[src/design/blitter_defs.svh]
`ifndef BLITTER_DEFS_SVH
`define BLITTER_DEFS_SVH

// data word and word address widths, address runs 23 down to 1
`define BLT_DW              16
`define BLT_AW              23

// halftone pattern RAM depth and the mask that keeps every bit
`define BLT_HT_LINES        16
`define BLT_MASK_ALL        16'hffff

// ------------------------------
// register map, word offsets on the CPU bus
// halftone RAM occupies 0x00 up to BLT_REG_HT_END
`define BLT_REG_HT_END      5'h0f
`define BLT_REG_SRC_XINC    5'h10
`define BLT_REG_SRC_YINC    5'h11
`define BLT_REG_SRC_ADDR_HI 5'h12
`define BLT_REG_SRC_ADDR_LO 5'h13
`define BLT_REG_ENDMASK1    5'h14
`define BLT_REG_ENDMASK2    5'h15
`define BLT_REG_ENDMASK3    5'h16
`define BLT_REG_DST_XINC    5'h17
`define BLT_REG_DST_YINC    5'h18
`define BLT_REG_DST_ADDR_HI 5'h19
`define BLT_REG_DST_ADDR_LO 5'h1a
`define BLT_REG_XCOUNT      5'h1b
`define BLT_REG_YCOUNT      5'h1c
`define BLT_REG_HOP_OP      5'h1d
`define BLT_REG_CTRL        5'h1e

`endif
[src/design/blitter_pkg.sv]
`default_nettype none

package blitter_pkg;

   // per word sequencing, idle also covers the word start decision
   typedef enum logic [1:0] {
      st_idle,
      st_src_read,
      st_dst_read,
      st_write
   } seq_state_t;

   // logic ops, encoding follows the hardware op field
   typedef enum logic [3:0] {
      op_zero,
      op_and,
      op_src_and_not_dst,
      op_src,
      op_not_src_and_dst,
      op_dst,
      op_xor,
      op_or,
      op_nor,
      op_xnor,
      op_not_dst,
      op_src_or_not_dst,
      op_not_src,
      op_not_src_or_dst,
      op_nand,
      op_one
   } blt_op_t;

   // halftone combine
   typedef enum logic [1:0] {
      hop_ones,
      hop_halftone,
      hop_source,
      hop_and
   } hop_t;

endpackage

`default_nettype wire

[src/design/blit_bus_if.sv]
`timescale 1ns/1ps
`default_nettype none
`include "blitter_defs.svh"

interface blit_bus_if ();

   // one access at a time, requests are single cycle pulses
   logic [`BLT_AW:1]   addr;
   logic               read_req;
   logic               write_req;
   logic [`BLT_DW-1:0] wdata;
   // completion, rdata valid alongside done of a read
   logic [`BLT_DW-1:0] rdata;
   logic               done;

   modport seq    (output addr, read_req, write_req, input done);
   modport dpath  (output wdata, input rdata);
   modport master (
      input  addr, read_req, write_req, wdata,
      output rdata, done
   );

endinterface

`default_nettype wire

[src/design/blit_word_if.sv]
`timescale 1ns/1ps
`default_nettype none

interface blit_word_if ();

   // column position and halftone line of the current word
   logic       first;
   logic       last;
   logic [3:0] line;
   // one cycle strobes into the data path
   logic       load_src;
   logic       load_dest;
   logic       clear_src;
   // source walks left to right
   logic       src_left;
   // fetch decisions back from the data path
   logic       need_src;
   logic       need_dest;

   modport seq (
      output first, last, line, load_src, load_dest, clear_src, src_left,
      input  need_src, need_dest
   );
   modport dpath (
      input  first, last, line, load_src, load_dest, clear_src, src_left,
      output need_src, need_dest
   );

endinterface

`default_nettype wire

[src/design/blit_cfg_if.sv]
`timescale 1ns/1ps
`default_nettype none
`include "blitter_defs.svh"

interface blit_cfg_if import blitter_pkg::*; ();

   // programmed configuration, held by the register file
   logic [15:1]       src_xinc, src_yinc;
   logic [15:1]       dst_xinc, dst_yinc;
   logic [`BLT_AW:1]  src_addr, dst_addr;
   logic [`BLT_DW-1:0] endmask1, endmask2, endmask3;
   logic [15:0]       xcount, ycount;
   hop_t              hop;
   blt_op_t           op;
   logic [3:0]        skew;
   logic [3:0]        start_line;

   // run control
   logic              start;
   logic              busy;
   logic              done_pulse;

   // halftone RAM read port, combinational
   logic [3:0]        ht_index;
   logic [`BLT_DW-1:0] ht_word;

   modport regs (
      output src_xinc, src_yinc, dst_xinc, dst_yinc, src_addr, dst_addr,
      output endmask1, endmask2, endmask3, xcount, ycount, hop, op, skew, start_line,
      output start, busy, ht_word,
      input  done_pulse, ht_index
   );
   modport engine (
      input  src_xinc, src_yinc, dst_xinc, dst_yinc, src_addr, dst_addr,
      input  xcount, ycount, start_line, start,
      output done_pulse
   );
   modport dpath (
      input  endmask1, endmask2, endmask3, hop, op, skew, ht_word,
      output ht_index
   );

endinterface

`default_nettype wire

[src/design/blitter.sv]
`timescale 1ns/1ps
`default_nettype none
`include "blitter_defs.svh"

module blitter (
   input  wire                 clk,
   input  wire                 reset,

   // CPU register port
   input  wire                 sel,
   input  wire [4:0]           addr,
   input  wire [`BLT_DW-1:0]   din,
   output wire [`BLT_DW-1:0]   dout,
   input  wire                 rw,

   // memory port
   output wire [`BLT_AW:1]     bm_addr,
   output wire                 bm_read,
   output wire                 bm_write,
   output wire [`BLT_DW-1:0]   bm_data_out,
   input  wire [`BLT_DW-1:0]   bm_data_in,

   output wire                 irq
);

   blit_cfg_if  cfg_if ();
   blit_word_if word_if ();
   blit_bus_if  bus_if ();

   // interrupt line is the busy flag
   assign irq = cfg_if.busy;

   // ------------------------------
   blit_regs i_regs (
      .clk   (clk),
      .reset (reset),
      .sel   (sel),
      .addr  (addr),
      .din   (din),
      .dout  (dout),
      .rw    (rw),
      .cfg   (cfg_if.regs)
   );

   blit_sequencer i_sequencer (
      .clk   (clk),
      .reset (reset),
      .cfg   (cfg_if.engine),
      .word  (word_if.seq),
      .bus   (bus_if.seq)
   );

   blit_datapath i_datapath (
      .clk   (clk),
      .reset (reset),
      .cfg   (cfg_if.dpath),
      .word  (word_if.dpath),
      .bus   (bus_if.dpath)
   );

   blit_bus_master i_bus_master (
      .clk         (clk),
      .reset       (reset),
      .bus         (bus_if.master),
      .bm_addr     (bm_addr),
      .bm_read     (bm_read),
      .bm_write    (bm_write),
      .bm_data_out (bm_data_out),
      .bm_data_in  (bm_data_in)
   );

endmodule

`default_nettype wire

[src/design/blit_bus_master.sv]
`timescale 1ns/1ps
`default_nettype none
`include "blitter_defs.svh"

module blit_bus_master (
   input  wire                clk,
   input  wire                reset,
   blit_bus_if.master         bus,
   output logic [`BLT_AW:1]   bm_addr,
   output logic               bm_read,
   output logic               bm_write,
   output logic [`BLT_DW-1:0] bm_data_out,
   input  wire [`BLT_DW-1:0]  bm_data_in
);

   logic               done_q;

   // strobes one cycle after the request, completion one cycle later
   always_ff @(posedge clk) begin
      if (reset) begin
         bm_read  <= 1'b0;
         bm_write <= 1'b0;
         done_q   <= 1'b0;
      end else begin
         bm_read  <= bus.read_req;
         bm_write <= bus.write_req;
         done_q   <= bm_read || bm_write;
      end
   end

   // address and write data held for the strobe cycle
   always_ff @(posedge clk) begin
      if (bus.read_req || bus.write_req)
         bm_addr <= bus.addr;
      if (bus.write_req)
         bm_data_out <= bus.wdata;
   end

   assign bus.done  = done_q;
   // memory data passes through in the done cycle of a read
   assign bus.rdata = bm_data_in;

endmodule

`default_nettype wire

[src/design/blit_datapath.sv]
`timescale 1ns/1ps
`default_nettype none
`include "blitter_defs.svh"

module blit_datapath import blitter_pkg::*; (
   input  wire         clk,
   input  wire         reset,
   blit_cfg_if.dpath   cfg,
   blit_word_if.dpath  word,
   blit_bus_if.dpath   bus
);

   logic [31:0]        src_buf;
   logic [`BLT_DW-1:0] dest;
   logic [`BLT_DW-1:0] src_skewed;
   logic [`BLT_DW-1:0] src_ht;
   logic [`BLT_DW-1:0] result;
   logic [`BLT_DW-1:0] mask;
   logic               hop_uses_src;
   logic               op_uses_src;
   logic               op_uses_dest;

   // ------------------------------
   // source buffer, two words wide for the skew window
   always_ff @(posedge clk) begin
      if (reset || word.clear_src)
         src_buf <= '0;
      else if (word.load_src) begin
         if (word.src_left)
            src_buf <= {src_buf[15:0], bus.rdata};
         else
            src_buf <= {bus.rdata, src_buf[31:16]};
      end
   end

   always_ff @(posedge clk) begin
      if (word.load_dest)
         dest <= bus.rdata;
   end

   // ------------------------------
   // skew, halftone, logic op
   assign src_skewed   = src_buf[cfg.skew +: `BLT_DW];
   assign cfg.ht_index = word.line;

   always_comb begin
      case (cfg.hop)
         hop_ones:     src_ht = `BLT_MASK_ALL;
         hop_halftone: src_ht = cfg.ht_word;
         hop_source:   src_ht = src_skewed;
         default:      src_ht = cfg.ht_word & src_skewed;
      endcase
   end

   always_comb begin
      case (cfg.op)
         op_zero:            result = '0;
         op_and:             result = src_ht & dest;
         op_src_and_not_dst: result = src_ht & ~dest;
         op_src:             result = src_ht;
         op_not_src_and_dst: result = ~src_ht & dest;
         op_dst:             result = dest;
         op_xor:             result = src_ht ^ dest;
         op_or:              result = src_ht | dest;
         op_nor:             result = ~(src_ht | dest);
         op_xnor:            result = ~(src_ht ^ dest);
         op_not_dst:         result = ~dest;
         op_src_or_not_dst:  result = src_ht | ~dest;
         op_not_src:         result = ~src_ht;
         op_not_src_or_dst:  result = ~src_ht | dest;
         op_nand:            result = ~(src_ht & dest);
         default:            result = `BLT_MASK_ALL;
      endcase
   end

   // ------------------------------
   // end mask, first wins when a row is a single word
   assign mask = word.first ? cfg.endmask1 :
                 word.last  ? cfg.endmask3 : cfg.endmask2;

   assign bus.wdata = (result & mask) | (dest & ~mask);

   // fetch decisions
   assign hop_uses_src = (cfg.hop == hop_source) || (cfg.hop == hop_and);
   assign op_uses_src  = !(cfg.op inside {op_zero, op_dst, op_not_dst, op_one});
   assign op_uses_dest = !(cfg.op inside {op_zero, op_src, op_not_src, op_one});

   assign word.need_src  = hop_uses_src && op_uses_src;
   // partial mask keeps old destination bits
   assign word.need_dest = (mask != `BLT_MASK_ALL) || op_uses_dest;

endmodule

`default_nettype wire

[src/design/blit_sequencer.sv]
`timescale 1ns/1ps
`default_nettype none
`include "blitter_defs.svh"

module blit_sequencer import blitter_pkg::*; (
   input  wire          clk,
   input  wire          reset,
   blit_cfg_if.engine   cfg,
   blit_word_if.seq     word,
   blit_bus_if.seq      bus
);

   seq_state_t       state;
   // set from start until the last write completes
   logic             running;
   logic [`BLT_AW:1] src_addr;
   logic [`BLT_AW:1] dst_addr;
   logic [15:0]      xcnt;
   logic [15:0]      ycnt;
   logic [3:0]       line;
   logic             row_end;

   // signed increments widened to address width
   logic [`BLT_AW:1] src_xstep, src_ystep, dst_xstep, dst_ystep;

   assign src_xstep = {{(`BLT_AW-15){cfg.src_xinc[15]}}, cfg.src_xinc};
   assign src_ystep = {{(`BLT_AW-15){cfg.src_yinc[15]}}, cfg.src_yinc};
   assign dst_xstep = {{(`BLT_AW-15){cfg.dst_xinc[15]}}, cfg.dst_xinc};
   assign dst_ystep = {{(`BLT_AW-15){cfg.dst_yinc[15]}}, cfg.dst_yinc};

   assign row_end = (xcnt == 16'd1);

   // ------------------------------
   // word position to the data path
   // the register x count is the reload value
   assign word.first    = (xcnt == cfg.xcount);
   assign word.last     = row_end;
   assign word.line     = line;
   assign word.src_left = !cfg.src_xinc[15];
   // read data is valid in the done cycle
   assign word.load_src  = (state == st_src_read) && bus.done;
   assign word.load_dest = (state == st_dst_read) && bus.done;

   // address of the access in flight, sampled by the bus master with the request
   assign bus.addr = (state == st_src_read) ? src_addr : dst_addr;

   always_ff @(posedge clk) begin
      if (reset) begin
         state          <= st_idle;
         running        <= 1'b0;
         bus.read_req   <= 1'b0;
         bus.write_req  <= 1'b0;
         word.clear_src <= 1'b0;
         cfg.done_pulse <= 1'b0;
      end else begin
         // strobes default low
         bus.read_req   <= 1'b0;
         bus.write_req  <= 1'b0;
         word.clear_src <= 1'b0;
         cfg.done_pulse <= 1'b0;

         case (state)
            st_idle: begin
               if (cfg.start) begin
                  // take over the programmed setup
                  src_addr       <= cfg.src_addr;
                  dst_addr       <= cfg.dst_addr;
                  xcnt           <= cfg.xcount;
                  ycnt           <= cfg.ycount;
                  line           <= cfg.start_line;
                  running        <= 1'b1;
                  word.clear_src <= 1'b1;
               end else if (running) begin
                  // word start, pick the first access from the current column
                  if (word.need_src) begin
                     state        <= st_src_read;
                     bus.read_req <= 1'b1;
                  end else if (word.need_dest) begin
                     state        <= st_dst_read;
                     bus.read_req <= 1'b1;
                  end else begin
                     state         <= st_write;
                     bus.write_req <= 1'b1;
                  end
               end
            end

            st_src_read: begin
               if (bus.done) begin
                  // source steps on every word it is read
                  if (row_end)
                     src_addr <= src_addr + src_ystep;
                  else
                     src_addr <= src_addr + src_xstep;
                  if (word.need_dest) begin
                     state        <= st_dst_read;
                     bus.read_req <= 1'b1;
                  end else begin
                     state         <= st_write;
                     bus.write_req <= 1'b1;
                  end
               end
            end

            st_dst_read: begin
               if (bus.done) begin
                  state         <= st_write;
                  bus.write_req <= 1'b1;
               end
            end

            st_write: begin
               if (bus.done) begin
                  state <= st_idle;
                  if (!row_end) begin
                     dst_addr <= dst_addr + dst_xstep;
                     xcnt     <= xcnt - 16'd1;
                  end else begin
                     // row end, y step and halftone line follows the y direction
                     dst_addr <= dst_addr + dst_ystep;
                     xcnt     <= cfg.xcount;
                     ycnt     <= ycnt - 16'd1;
                     if (cfg.dst_yinc[15])
                        line <= line - 4'd1;
                     else
                        line <= line + 4'd1;
                     if (ycnt == 16'd1) begin
                        running        <= 1'b0;
                        cfg.done_pulse <= 1'b1;
                     end
                  end
               end
            end

            default: state <= st_idle;
         endcase
      end
   end

endmodule

`default_nettype wire

[src/design/blit_regs.sv]
`timescale 1ns/1ps
`default_nettype none
`include "blitter_defs.svh"

module blit_regs import blitter_pkg::*; (
   input  wire               clk,
   input  wire               reset,
   input  wire               sel,
   input  wire [4:0]         addr,
   input  wire [`BLT_DW-1:0] din,
   output logic [`BLT_DW-1:0] dout,
   input  wire               rw,
   blit_cfg_if.regs          cfg
);

   logic [`BLT_DW-1:0] ht_ram [`BLT_HT_LINES];
   // y count as programmed, engine runs on its own working copy
   logic [15:0]        ycount;
   logic               wr;
   logic               start_ok;

   assign wr       = sel && !rw;
   // start needs rows to do and an idle engine
   assign start_ok = wr && (addr == `BLT_REG_CTRL) && din[15] &&
                     (ycount != 16'd0) && !cfg.busy;

   assign cfg.ycount  = ycount;
   assign cfg.ht_word = ht_ram[cfg.ht_index];

   // ------------------------------
   // CPU writes, always full words
   always_ff @(posedge clk) begin
      if (wr) begin
         if (addr <= `BLT_REG_HT_END)
            ht_ram[addr[3:0]] <= din;
         case (addr)
            `BLT_REG_SRC_XINC:    cfg.src_xinc <= din[15:1];
            `BLT_REG_SRC_YINC:    cfg.src_yinc <= din[15:1];
            `BLT_REG_SRC_ADDR_HI: cfg.src_addr[23:16] <= din[7:0];
            `BLT_REG_SRC_ADDR_LO: cfg.src_addr[15:1] <= din[15:1];
            `BLT_REG_ENDMASK1:    cfg.endmask1 <= din;
            `BLT_REG_ENDMASK2:    cfg.endmask2 <= din;
            `BLT_REG_ENDMASK3:    cfg.endmask3 <= din;
            `BLT_REG_DST_XINC:    cfg.dst_xinc <= din[15:1];
            `BLT_REG_DST_YINC:    cfg.dst_yinc <= din[15:1];
            `BLT_REG_DST_ADDR_HI: cfg.dst_addr[23:16] <= din[7:0];
            `BLT_REG_DST_ADDR_LO: cfg.dst_addr[15:1] <= din[15:1];
            `BLT_REG_XCOUNT:      cfg.xcount <= din;
            `BLT_REG_YCOUNT:      ycount <= din;
            `BLT_REG_HOP_OP: begin
               cfg.hop <= hop_t'(din[9:8]);
               cfg.op  <= blt_op_t'(din[3:0]);
            end
            `BLT_REG_CTRL: begin
               cfg.start_line <= din[11:8];
               cfg.skew       <= din[3:0];
            end
            default: ;
         endcase
      end
   end

   // ------------------------------
   // busy and start control
   // start follows the accepted write by one cycle
   always_ff @(posedge clk) begin
      if (reset) begin
         cfg.busy  <= 1'b0;
         cfg.start <= 1'b0;
      end else begin
         cfg.start <= start_ok;
         if (start_ok)
            cfg.busy <= 1'b1;
         else if (cfg.done_pulse)
            cfg.busy <= 1'b0;
      end
   end

   // ------------------------------
   // readback, low address bits and increment bit 0 read as zero
   always_comb begin
      dout = '0;
      if (sel && rw) begin
         case (addr)
            `BLT_REG_SRC_XINC:    dout = {cfg.src_xinc, 1'b0};
            `BLT_REG_SRC_YINC:    dout = {cfg.src_yinc, 1'b0};
            `BLT_REG_SRC_ADDR_HI: dout = {8'h00, cfg.src_addr[23:16]};
            `BLT_REG_SRC_ADDR_LO: dout = {cfg.src_addr[15:1], 1'b0};
            `BLT_REG_ENDMASK1:    dout = cfg.endmask1;
            `BLT_REG_ENDMASK2:    dout = cfg.endmask2;
            `BLT_REG_ENDMASK3:    dout = cfg.endmask3;
            `BLT_REG_DST_XINC:    dout = {cfg.dst_xinc, 1'b0};
            `BLT_REG_DST_YINC:    dout = {cfg.dst_yinc, 1'b0};
            `BLT_REG_DST_ADDR_HI: dout = {8'h00, cfg.dst_addr[23:16]};
            `BLT_REG_DST_ADDR_LO: dout = {cfg.dst_addr[15:1], 1'b0};
            `BLT_REG_XCOUNT:      dout = cfg.xcount;
            `BLT_REG_YCOUNT:      dout = ycount;
            `BLT_REG_HOP_OP:      dout = {6'b0, cfg.hop, 4'b0, cfg.op};
            `BLT_REG_CTRL:        dout = {cfg.busy, 3'b0, cfg.start_line, 4'b0, cfg.skew};
            default: begin
               // 0x1f reads zero
               if (addr <= `BLT_REG_HT_END)
                  dout = ht_ram[addr[3:0]];
            end
         endcase
      end
   end

endmodule

`default_nettype wire

[config.mk]
export PLATFORM = sky130hd
export DESIGN_NAME = blitter
export DESIGN_NICKNAME = d
export VERILOG_FILES = /design/src/design/blitter_pkg.sv /design/src/design/blit_bus_if.sv /design/src/design/blit_word_if.sv /design/src/design/blit_cfg_if.sv /design/src/design/blitter.sv /design/src/design/blit_bus_master.sv /design/src/design/blit_datapath.sv /design/src/design/blit_sequencer.sv /design/src/design/blit_regs.sv
export VERILOG_INCLUDE_DIRS = /design/src /design/src/design
export SDC_FILE = /design/constraint.sdc
export NUM_CORES = 1
export LEC_CHECK = 0
export BUFFER_PORTS_ARGS = -buffer_cell sky130_fd_sc_hd__buf_2
export CORE_UTILIZATION = 42
export CTS_BUF_LIST = sky130_fd_sc_hd__clkbuf_16
export CTS_CLUSTER_SIZE = 24
export DETAILED_ROUTE_END_ITERATION = 10
export GPL_TIMING_DRIVEN = 0
export PLACE_DENSITY = 0.66
export SYNTH_ARGS = -nofsm -noshare
export SYNTH_HDL_FRONTEND = slang
export SYNTH_SLANG_ARGS = --single-unit
[constraint.sdc]
create_clock -name clk -period 12.9 [get_ports clk]
set_clock_uncertainty 0.2 [all_clocks]
set_input_delay 0.645 -clock clk [delete_from_list [all_inputs] [get_ports clk]]
set_output_delay 0.645 -clock clk [all_outputs]
set_load 0.02 [all_outputs]
Yosys cells after proc, flatten, opt, wreduce, memory -nomap -nowiden
Memory sizes are Yosys's and may differ from the RTL's. A register that Yosys moved wholly into a read port is not among the register bits.
Index checks and enable logic that the tools add are counted.
{"block": "classes", "add_sub_neg": 8, "order_cmp": 1, "n_eq_ne": 48, "shifts": 1, "n_mux": 64, "n_bitwise": 22, "n_reduce_logical": 49}
{"operator": "case mux 16 bit (15 select lines)", "n": 2}
{"operator": "two-way mux 23 bit", "n": 7}
{"operator": "two-way mux 16 bit", "n": 10}
{"operator": "bitwise AND 16 bit", "n": 6}
{"operator": "NOT 16 bit", "n": 6}
{"operator": "adder 23 bit", "n": 4}
{"operator": "case mux 23 bit (2 select lines)", "n": 2}
{"operator": "equality test 5 bit, second input constant", "n": 15}
{"operator": "OR 16 bit", "n": 4}
{"operator": "case mux 16 bit (2 select lines)", "n": 2}
{"operator": "case mux 16 bit (3 select lines)", "n": 1}
{"operator": "equality test 16 x 1 -> 1 bit, second input constant", "n": 2}
{"operator": "equality test 4 bit, second input constant", "n": 8}
{"operator": "two-way mux 32 bit", "n": 1}
{"operator": "indexed part select 32 x 5 -> 16 bit", "n": 1}
{"operator": "subtractor 16 x 1 -> 16 bit, second input constant", "n": 2}
{"operator": "AND reduction 2 bit", "n": 15}
{"operator": "two-way mux 1 bit", "n": 23}
{"operator": "two-way mux 4 bit", "n": 5}
{"operator": "equality test 16 bit", "n": 1}
{"operator": "equality test 4 x 3 -> 1 bit, second input constant", "n": 4}
{"operator": "inequality test 16 bit, second input constant", "n": 1}
{"operator": "nonzero test 16 bit", "n": 1}
{"operator": "bitwise XOR 16 bit", "n": 1}
{"operator": "26 further kinds", "n": 69}
{"block": "totals", "ff_bits": 381, "ramBits": 256, "inputBits": 41, "output_inout_bits": 58, "elab_cells": 231, "n_memories": 1}
{"name": "i_regs.ht_ram", "words": 16, "width": 16, "read_ports": 2, "rd_clocked_by_memory_dff": 1, "write_ports": 1, "line_no": "blit_regs.sv:16", "rtl": "logic [`BLT_DW-1:0] ht_ram [`BLT_HT_LINES];"}

Depth between registers and ports, before layout
{"block": "depth", "ltp_word": 10, "mapped_depth": 19, "mapped_depth_nobuf": 16}

By module
Synthesis repeated with hierarchy kept, for this count alone.
{"block": "hier_totals", "hier_cells": 2802, "area_unflattened_um2": 36199.7}
{"mod": "blit_regs", "n_inst": 1, "cells_per_inst": 1024, "area_each_um2": 19612.6, "seq_area_each_um2": 13733.2}
{"mod": "blit_sequencer", "n_inst": 1, "cells_per_inst": 853, "area_each_um2": 7733.7, "seq_area_each_um2": 2602.5}
{"mod": "blit_datapath", "n_inst": 1, "cells_per_inst": 863, "area_each_um2": 7473.4, "seq_area_each_um2": 1121.1}
{"mod": "blit_bus_master", "n_inst": 1, "cells_per_inst": 62, "area_each_um2": 1380.1, "seq_area_each_um2": 1231.2}

Worst setup path before layout
Ideal clock, no wire load.
{"block": "synth_timing", "kind": "register to register", "startpoint": "register i_sequencer.state[0]", "endpoint": "register i_sequencer.line[0] (netlist: i_sequencer.word.line[0]) (enable)", "setup_time_ps": 375, "arrival_time_ps": 4945, "required_time_ps": 12325, "path_slack_ps": 7380, "stages_incl_launch_ff": 8, "n_path_buf": 1, "synth_period_minus_slack_ps": 5520, "cell_sequence": "dfxtp_1 inv_1 ha_1 clkbuf_1 nor2b_1 nor3_1 nand2_1 inv_1"}
{"block": "synth_via", "elab_chain_cells": 3, "elab_cells_between_ends": 7, "classes_between": "eq/ne: 4; reduce/logical: 3"}
{"item": "from (decl)", "line_no": "blit_sequencer.sv:13", "rtl": "seq_state_t state;"}
{"item": "from (signal assigned)", "line_no": "blit_sequencer.sv:49", "rtl": "state <= st_idle;"}
{"item": "from (signal assigned)", "line_no": "blit_sequencer.sv:76", "rtl": "state <= st_src_read;"}
{"item": "from (signal assigned)", "line_no": "blit_sequencer.sv:79", "rtl": "state <= st_dst_read;"}
{"item": "equality test 2 bit / logical NOT 2 bit (equally long branches)", "line_no": "blit_sequencer.sv:62", "rtl": "case (state)"}
{"item": "inequality test 2 x 1 -> 1 bit (no source line) (tied with other cells)"}
{"item": "AND reduction 5 bit (no source line) (*)"}
{"item": "to (signal assigned)", "line_no": "blit_sequencer.sv:70", "rtl": "line <= cfg.start_line;"}
{"item": "to (signal assigned)", "line_no": "blit_sequencer.sv:124", "rtl": "line <= line - 4'd1;"}
{"item": "to (signal assigned)", "line_no": "blit_sequencer.sv:126", "rtl": "line <= line + 4'd1;"}
{"item": "to (decl)", "line_no": "blit_sequencer.sv:20", "rtl": "logic [3:0] line;"}
Mark *: on every way between the ends. The rest lies on a longest branch, timed or not.
A chain may end at the register's enable or synchronous reset.

Worst setup path after layout
{"block": "layout_timing", "startpoint": "register i_sequencer.xcnt[7]", "endpoint": "register i_sequencer.src_addr[23] in the netlist's numbering, data pin"}
{"block": "layout_via", "elab_chain_cells": 4}
{"item": "from (decl)", "line_no": "blit_sequencer.sv:18", "rtl": "logic [15:0] xcnt;"}
{"item": "from (signal assigned)", "line_no": "blit_sequencer.sv:68", "rtl": "xcnt <= cfg.xcount;"}
{"item": "from (signal assigned)", "line_no": "blit_sequencer.sv:117", "rtl": "xcnt <= xcnt - 16'd1;"}
{"item": "from (signal assigned)", "line_no": "blit_sequencer.sv:121", "rtl": "xcnt <= cfg.xcount;"}
{"item": "equality test 16 x 1 -> 1 bit", "line_no": "blit_sequencer.sv:31", "rtl": "assign row_end = (xcnt == 16'd1);"}
{"item": "two-way mux 23 bit", "line_no": "blit_sequencer.sv:91", "rtl": "if (row_end)"}
{"item": "two-way mux 23 bit", "line_no": "blit_sequencer.sv:89", "rtl": "if (bus.done) begin"}
{"item": "case mux 23 bit (2 select lines)", "line_no": "blit_sequencer.sv:62"}
{"item": "to (signal assigned)", "line_no": "blit_sequencer.sv:66", "rtl": "src_addr <= cfg.src_addr;"}
{"item": "to (signal assigned)", "line_no": "blit_sequencer.sv:92", "rtl": "src_addr <= src_addr + src_ystep;"}
{"item": "to (signal assigned)", "line_no": "blit_sequencer.sv:94", "rtl": "src_addr <= src_addr + src_xstep;"}
{"item": "to (decl)", "line_no": "blit_sequencer.sv:16", "rtl": "logic [`BLT_AW:1] src_addr;"}
No other way between the ends. The select of a mux whose other input is x is not followed.

==> impl_results.md <==
* Worst VDD drop at between 0.1 and 0.15 mV
* Port-buffer cells at 96
* Cell Rows at between 100 and 150
* Slew Viols, Final at 0
* Die width at between 200 and 300 µm
* Gr ovfl total at 0
* DR DRC count at 0
* RSZ-0062 raised after global routing: false
* Net Switching at approximately 1300 µW
* Die height at 289 µm
* Global placement routability congestion at 1.01
* Wirelength per Cell at about 31 µm
* Seq pwr share at a little under half
* Largest family of logic cells by synthesized area: multiplexers
* Min Clock Period, post-route at 6.46 ns
* Clock insertion delay at the later pin of the skew report at between 0.6 and 0.7 ns
* Critical path's slowest cell: or4_1
* Post-CTS setup buffer count at 0
* Setup CP Type: flip-flop to flip-flop
* Post-CTS Hold Buffers at 0
* HP Class: input pin to flip-flop
* Dpl ws at around 6.6 ns
* Share of post-route cells with drive strength above 1 at between 20% and 30%
* Logic pwr share at around 14%
* P_int at roughly 3800 µW
* Clock Sinks at ~640
* Total GRT Usage at between 20% and 30%
* Asr flop ratio synth at 0%
* Syn avg cell area at roughly 14 µm²
* Switching Share at about a quarter
* Final period util at 50.1%
* Instance count on the critical path at 18
* Clk slew on worst S/H paths at 0.06 ns
* CP most frequent cell: buf_2
* Seq cells post-synth at 641
* Worst path arrival time at 6.65 ns
* PwrDens at around 130 mW/mm²
* Post-CTS resize count at 0
* FF+latch area at approximately 0.019 mm²
* Slew headroom at 13.1%
* Critical path startpoint category: flip-flop
* EDFF count, synth at slightly below 600
* Commonest non-fill, non-tap cell in the layout: edfxtp_1
* Measured slew at the worst slew-check pin at around 1.3 ns
* Post-Route WL at roughly 120000 µm
* CP Capture Type: flip-flop
* Vias in the first global route at roughly 24k
* Mux cell area share after synthesis at a little under a fifth
* H-tree level count at 3
* First-pass GRT wire length at 172000 µm
* Drt first-iter violations at between 3k and 4k
* R2R cell count at 18
* Final number of setup-violating endpoints at 0
* Area grow syn2layout at 13.8%
* Syn Nets at 2691
* Final hold violation count at 0
* Clock Power Share at about two fifths
* Sequential cell area fraction in the yosys report at between 50 and 60%
* Power Total at 5120 µW
* Setup Total Neg Slack at 0 ns
* Io pins at 99
* F_max at 155 MHz
* Initial antenna violation count at 7
* Area of the multi-input gates at ~0.015 mm²
* Hold path depth at 1
* Ys flop type: edfxtp_1
* Worst Path Required at 13.09 ns
* Post-Synth Adder-Cell Area at roughly 4.7%
* Drt first pass iters at 10
* Vias per std cell at around 6.5
* Final Net Count at around 2.9k
* Most frequent cells in the layout: edfxtp_1, mux4_2, nor2_1
* Post-DP HPWL at just under 90000 µm
* Post-route ant nets at 0
* Hold_ws at just over 0.04 ns
* Outcome: complete, no violations
* DIE AREA at 0.0833 mm²
* Compound-Gate Fraction of Synth Area at between 10% and 20%
* Leakage at 0.0134 µW
* Setup ws final at 6.44 ns
* Cells after synthesis at roughly 2.5k
* Largest stage delay, worst path at approximately 0.56 ns
* Worst Path Buf+Inv at 4
* Root Driver: clkbuf_16
* Clock Tree Buf Depth at 3
* FILL cells at slightly above 7k
* Pin count of the biggest net entering global routing at 32
* Synth Area in Simple Gates at around 7%
* Unique masters post-synth at 79
* Crit path max-delay family: compound AO/OA/AOI/OAI gates
* CTS tree: yes
* Initial Utilization at 42.6%
* Yosys synthesis warning count at 0
* Core Region at roughly 0.081 mm²
* CP Cell Sequence: or4_1 > buf_2 > nor3_2 > and2_4 > buf_12 > buf_2 > buf_2 > mux2_2 > ha_1 > fa_1 > a211oi_1 > nor3_1 > o31ai_1 > a22o_1 > o2111ai_1 > a31oi_1 > xnor3_1 > mux2_2
* CTS buffer count at 72
* Mapped Area at approximately 0.035 mm²
* XOR/XNOR Fraction of Synth Area at under 10%
* Max Cap Viol at 0
* Worst-path fanout max at 10
* Via count of the routed design at approximately 25k
==> metal layers <==
layer / vias to the layer above / track usage [%] / part of all wire [%] / wire, µm
met2: 1633 / 45.0 / 46 / 55100
met4: 12 / 11.9 / 4.4 / 5330
met3: 305 / 6.45 / 11 / 13200
met1: 12708 / 38.9 / 39 / 47200
met5: - / 0 / 0.059 / 71
li1: 10467 / - / - / -
==> power groups by stage <==
stage,Clock [µW],Sequential (µW),Combinational (µW)
finish,2060,2360,708
global route,2150,2360,746
CTS,2070,2360,700
detailed placement,0,2400,696
global placement,0,2400,670
floorplan,0,2390,455
==> registers in the layout, summed over array words and instances (netlist names), 23 cells and up, named ones only <==
signal                flops
i_bus_master.bm_addr     23
i_datapath.src_buf       32
i_regs.cfg.dst_addr      23
i_regs.cfg.src_addr      23
i_regs.ht_ram           256
i_sequencer.dst_addr     23
i_sequencer.src_addr     23
==> cell usage after synthesis (5+ instances only) <==
cell | number | area [µm²]
a211oi_1 | 55 | 413
a21o_1 | 21 | 158
a21oi_1 | 129 | 646
a221oi_1 | 42 | 368
a222oi_1 | 10 | 100
a22o_1 | 30 | 263
a22oi_1 | 49 | 368
a31oi_1 | 9 | 56.3
a41oi_1 | 10 | 87.6
and2_1 | 5 | 31.3
and3_1 | 10 | 62.6
and4_1 | 5 | 43.8
buf_1 | 35 | 131
buf_2 | 19 | 95.1
clkbuf_1 | 91 | 342
dfxtp_1 | 48 | 961
edfxtp_1 | 593 | 17800
ha_1 | 124 | 1550
inv_1 | 65 | 244
mux2_2 | 98 | 1100
mux2i_1 | 103 | 1030
mux4_2 | 186 | 4190
nand2_1 | 124 | 465
nand2b_1 | 30 | 188
nand3_1 | 25 | 125
nand3b_1 | 5 | 37.5
nand4_1 | 25 | 156
nor2_1 | 191 | 717
nor2b_1 | 17 | 106
nor3_1 | 54 | 270
nor4_1 | 12 | 75.1
o211ai_1 | 11 | 82.6
o21ai_0 | 89 | 445
o21bai_1 | 6 | 45.0
o221ai_1 | 6 | 52.6
o22ai_1 | 20 | 125
o22ai_2 | 6 | 75.1
o2bb2ai_2 | 5 | 75.1
o31ai_1 | 6 | 45.0
o32ai_1 | 6 | 52.6
or2_2 | 7 | 43.8
or4_1 | 5 | 37.5
xnor2_1 | 52 | 455
xor2_1 | 20 | 175
==> area by class of cell <==
type,count,area share [%]
antenna,1,0.00637
buffer,151,1.62
clock buffer,75,4.78
clock inverter,55,1.18
inverter,70,0.669
multi-input combinational,1661,38.1
sequential,641,47.8
tap,1060,3.38
timing repair buffer,130,2.49
==> worst reg2reg max path, delay by kind of cell, from the launching register on <==
family / cells / cell delay, ns
compound gates: 5 / 1.58
fa+ha+maj: 2 / 0.77
simple gates: 4 / 1.20
flops: 1 / 0.48
xor+xnor: 1 / 0.27
buf+inv: 4 / 1.04
mux: 2 / 0.68
==> through the flow <==
stage | area (µm²) | cells | utilization [%]
2_1_floorplan | 34500 | 2523 | -
3_3_place_gp | 36300 | 3679 | 44.9
3_5_place_dp | 36900 | 3713 | 45.6
4_1_cts | 39300 | 3843 | 48.5
5_1_grt | 39300 | 3843 | 48.5
6_report | 39300 | 3844 | 48.5
==> final timing paths <==
| kind | from | endpoint | slack [ns] |
|---|---|---|---|
| worst max-delay path | i_sequencer.xcnt[7]$_DFFE_PP_ | i_sequencer.src_addr[23]$_DFFE_PP_ | 6.44 |
| worst max register to register | i_sequencer.xcnt[7]$_DFFE_PP_ | i_sequencer.src_addr[23]$_DFFE_PP_ | 6.44 |
| worst min-delay path | bm_data_in[14] | i_datapath.dest[14]$_DFFE_PP_ | 0.04 |
| worst min register to register | i_sequencer.bus.read_req$_SDFF_PP0_ | i_bus_master.bm_read$_SDFF_PP0_ | 0.26 |
==> kinds of logic (layout without fill, tap and decap cells) <==
family	Yosys count	in the layout
DFF	641	641
AOI/OAI and AO/OA	544	544
and+or+nand+nor	527	527
muxes	389	389
buffers and inverters	221	481
adders and majority gates	127	127
xor gates and xnor gates	74	74
other	0	1
Power figures use the tool's default switching activity.
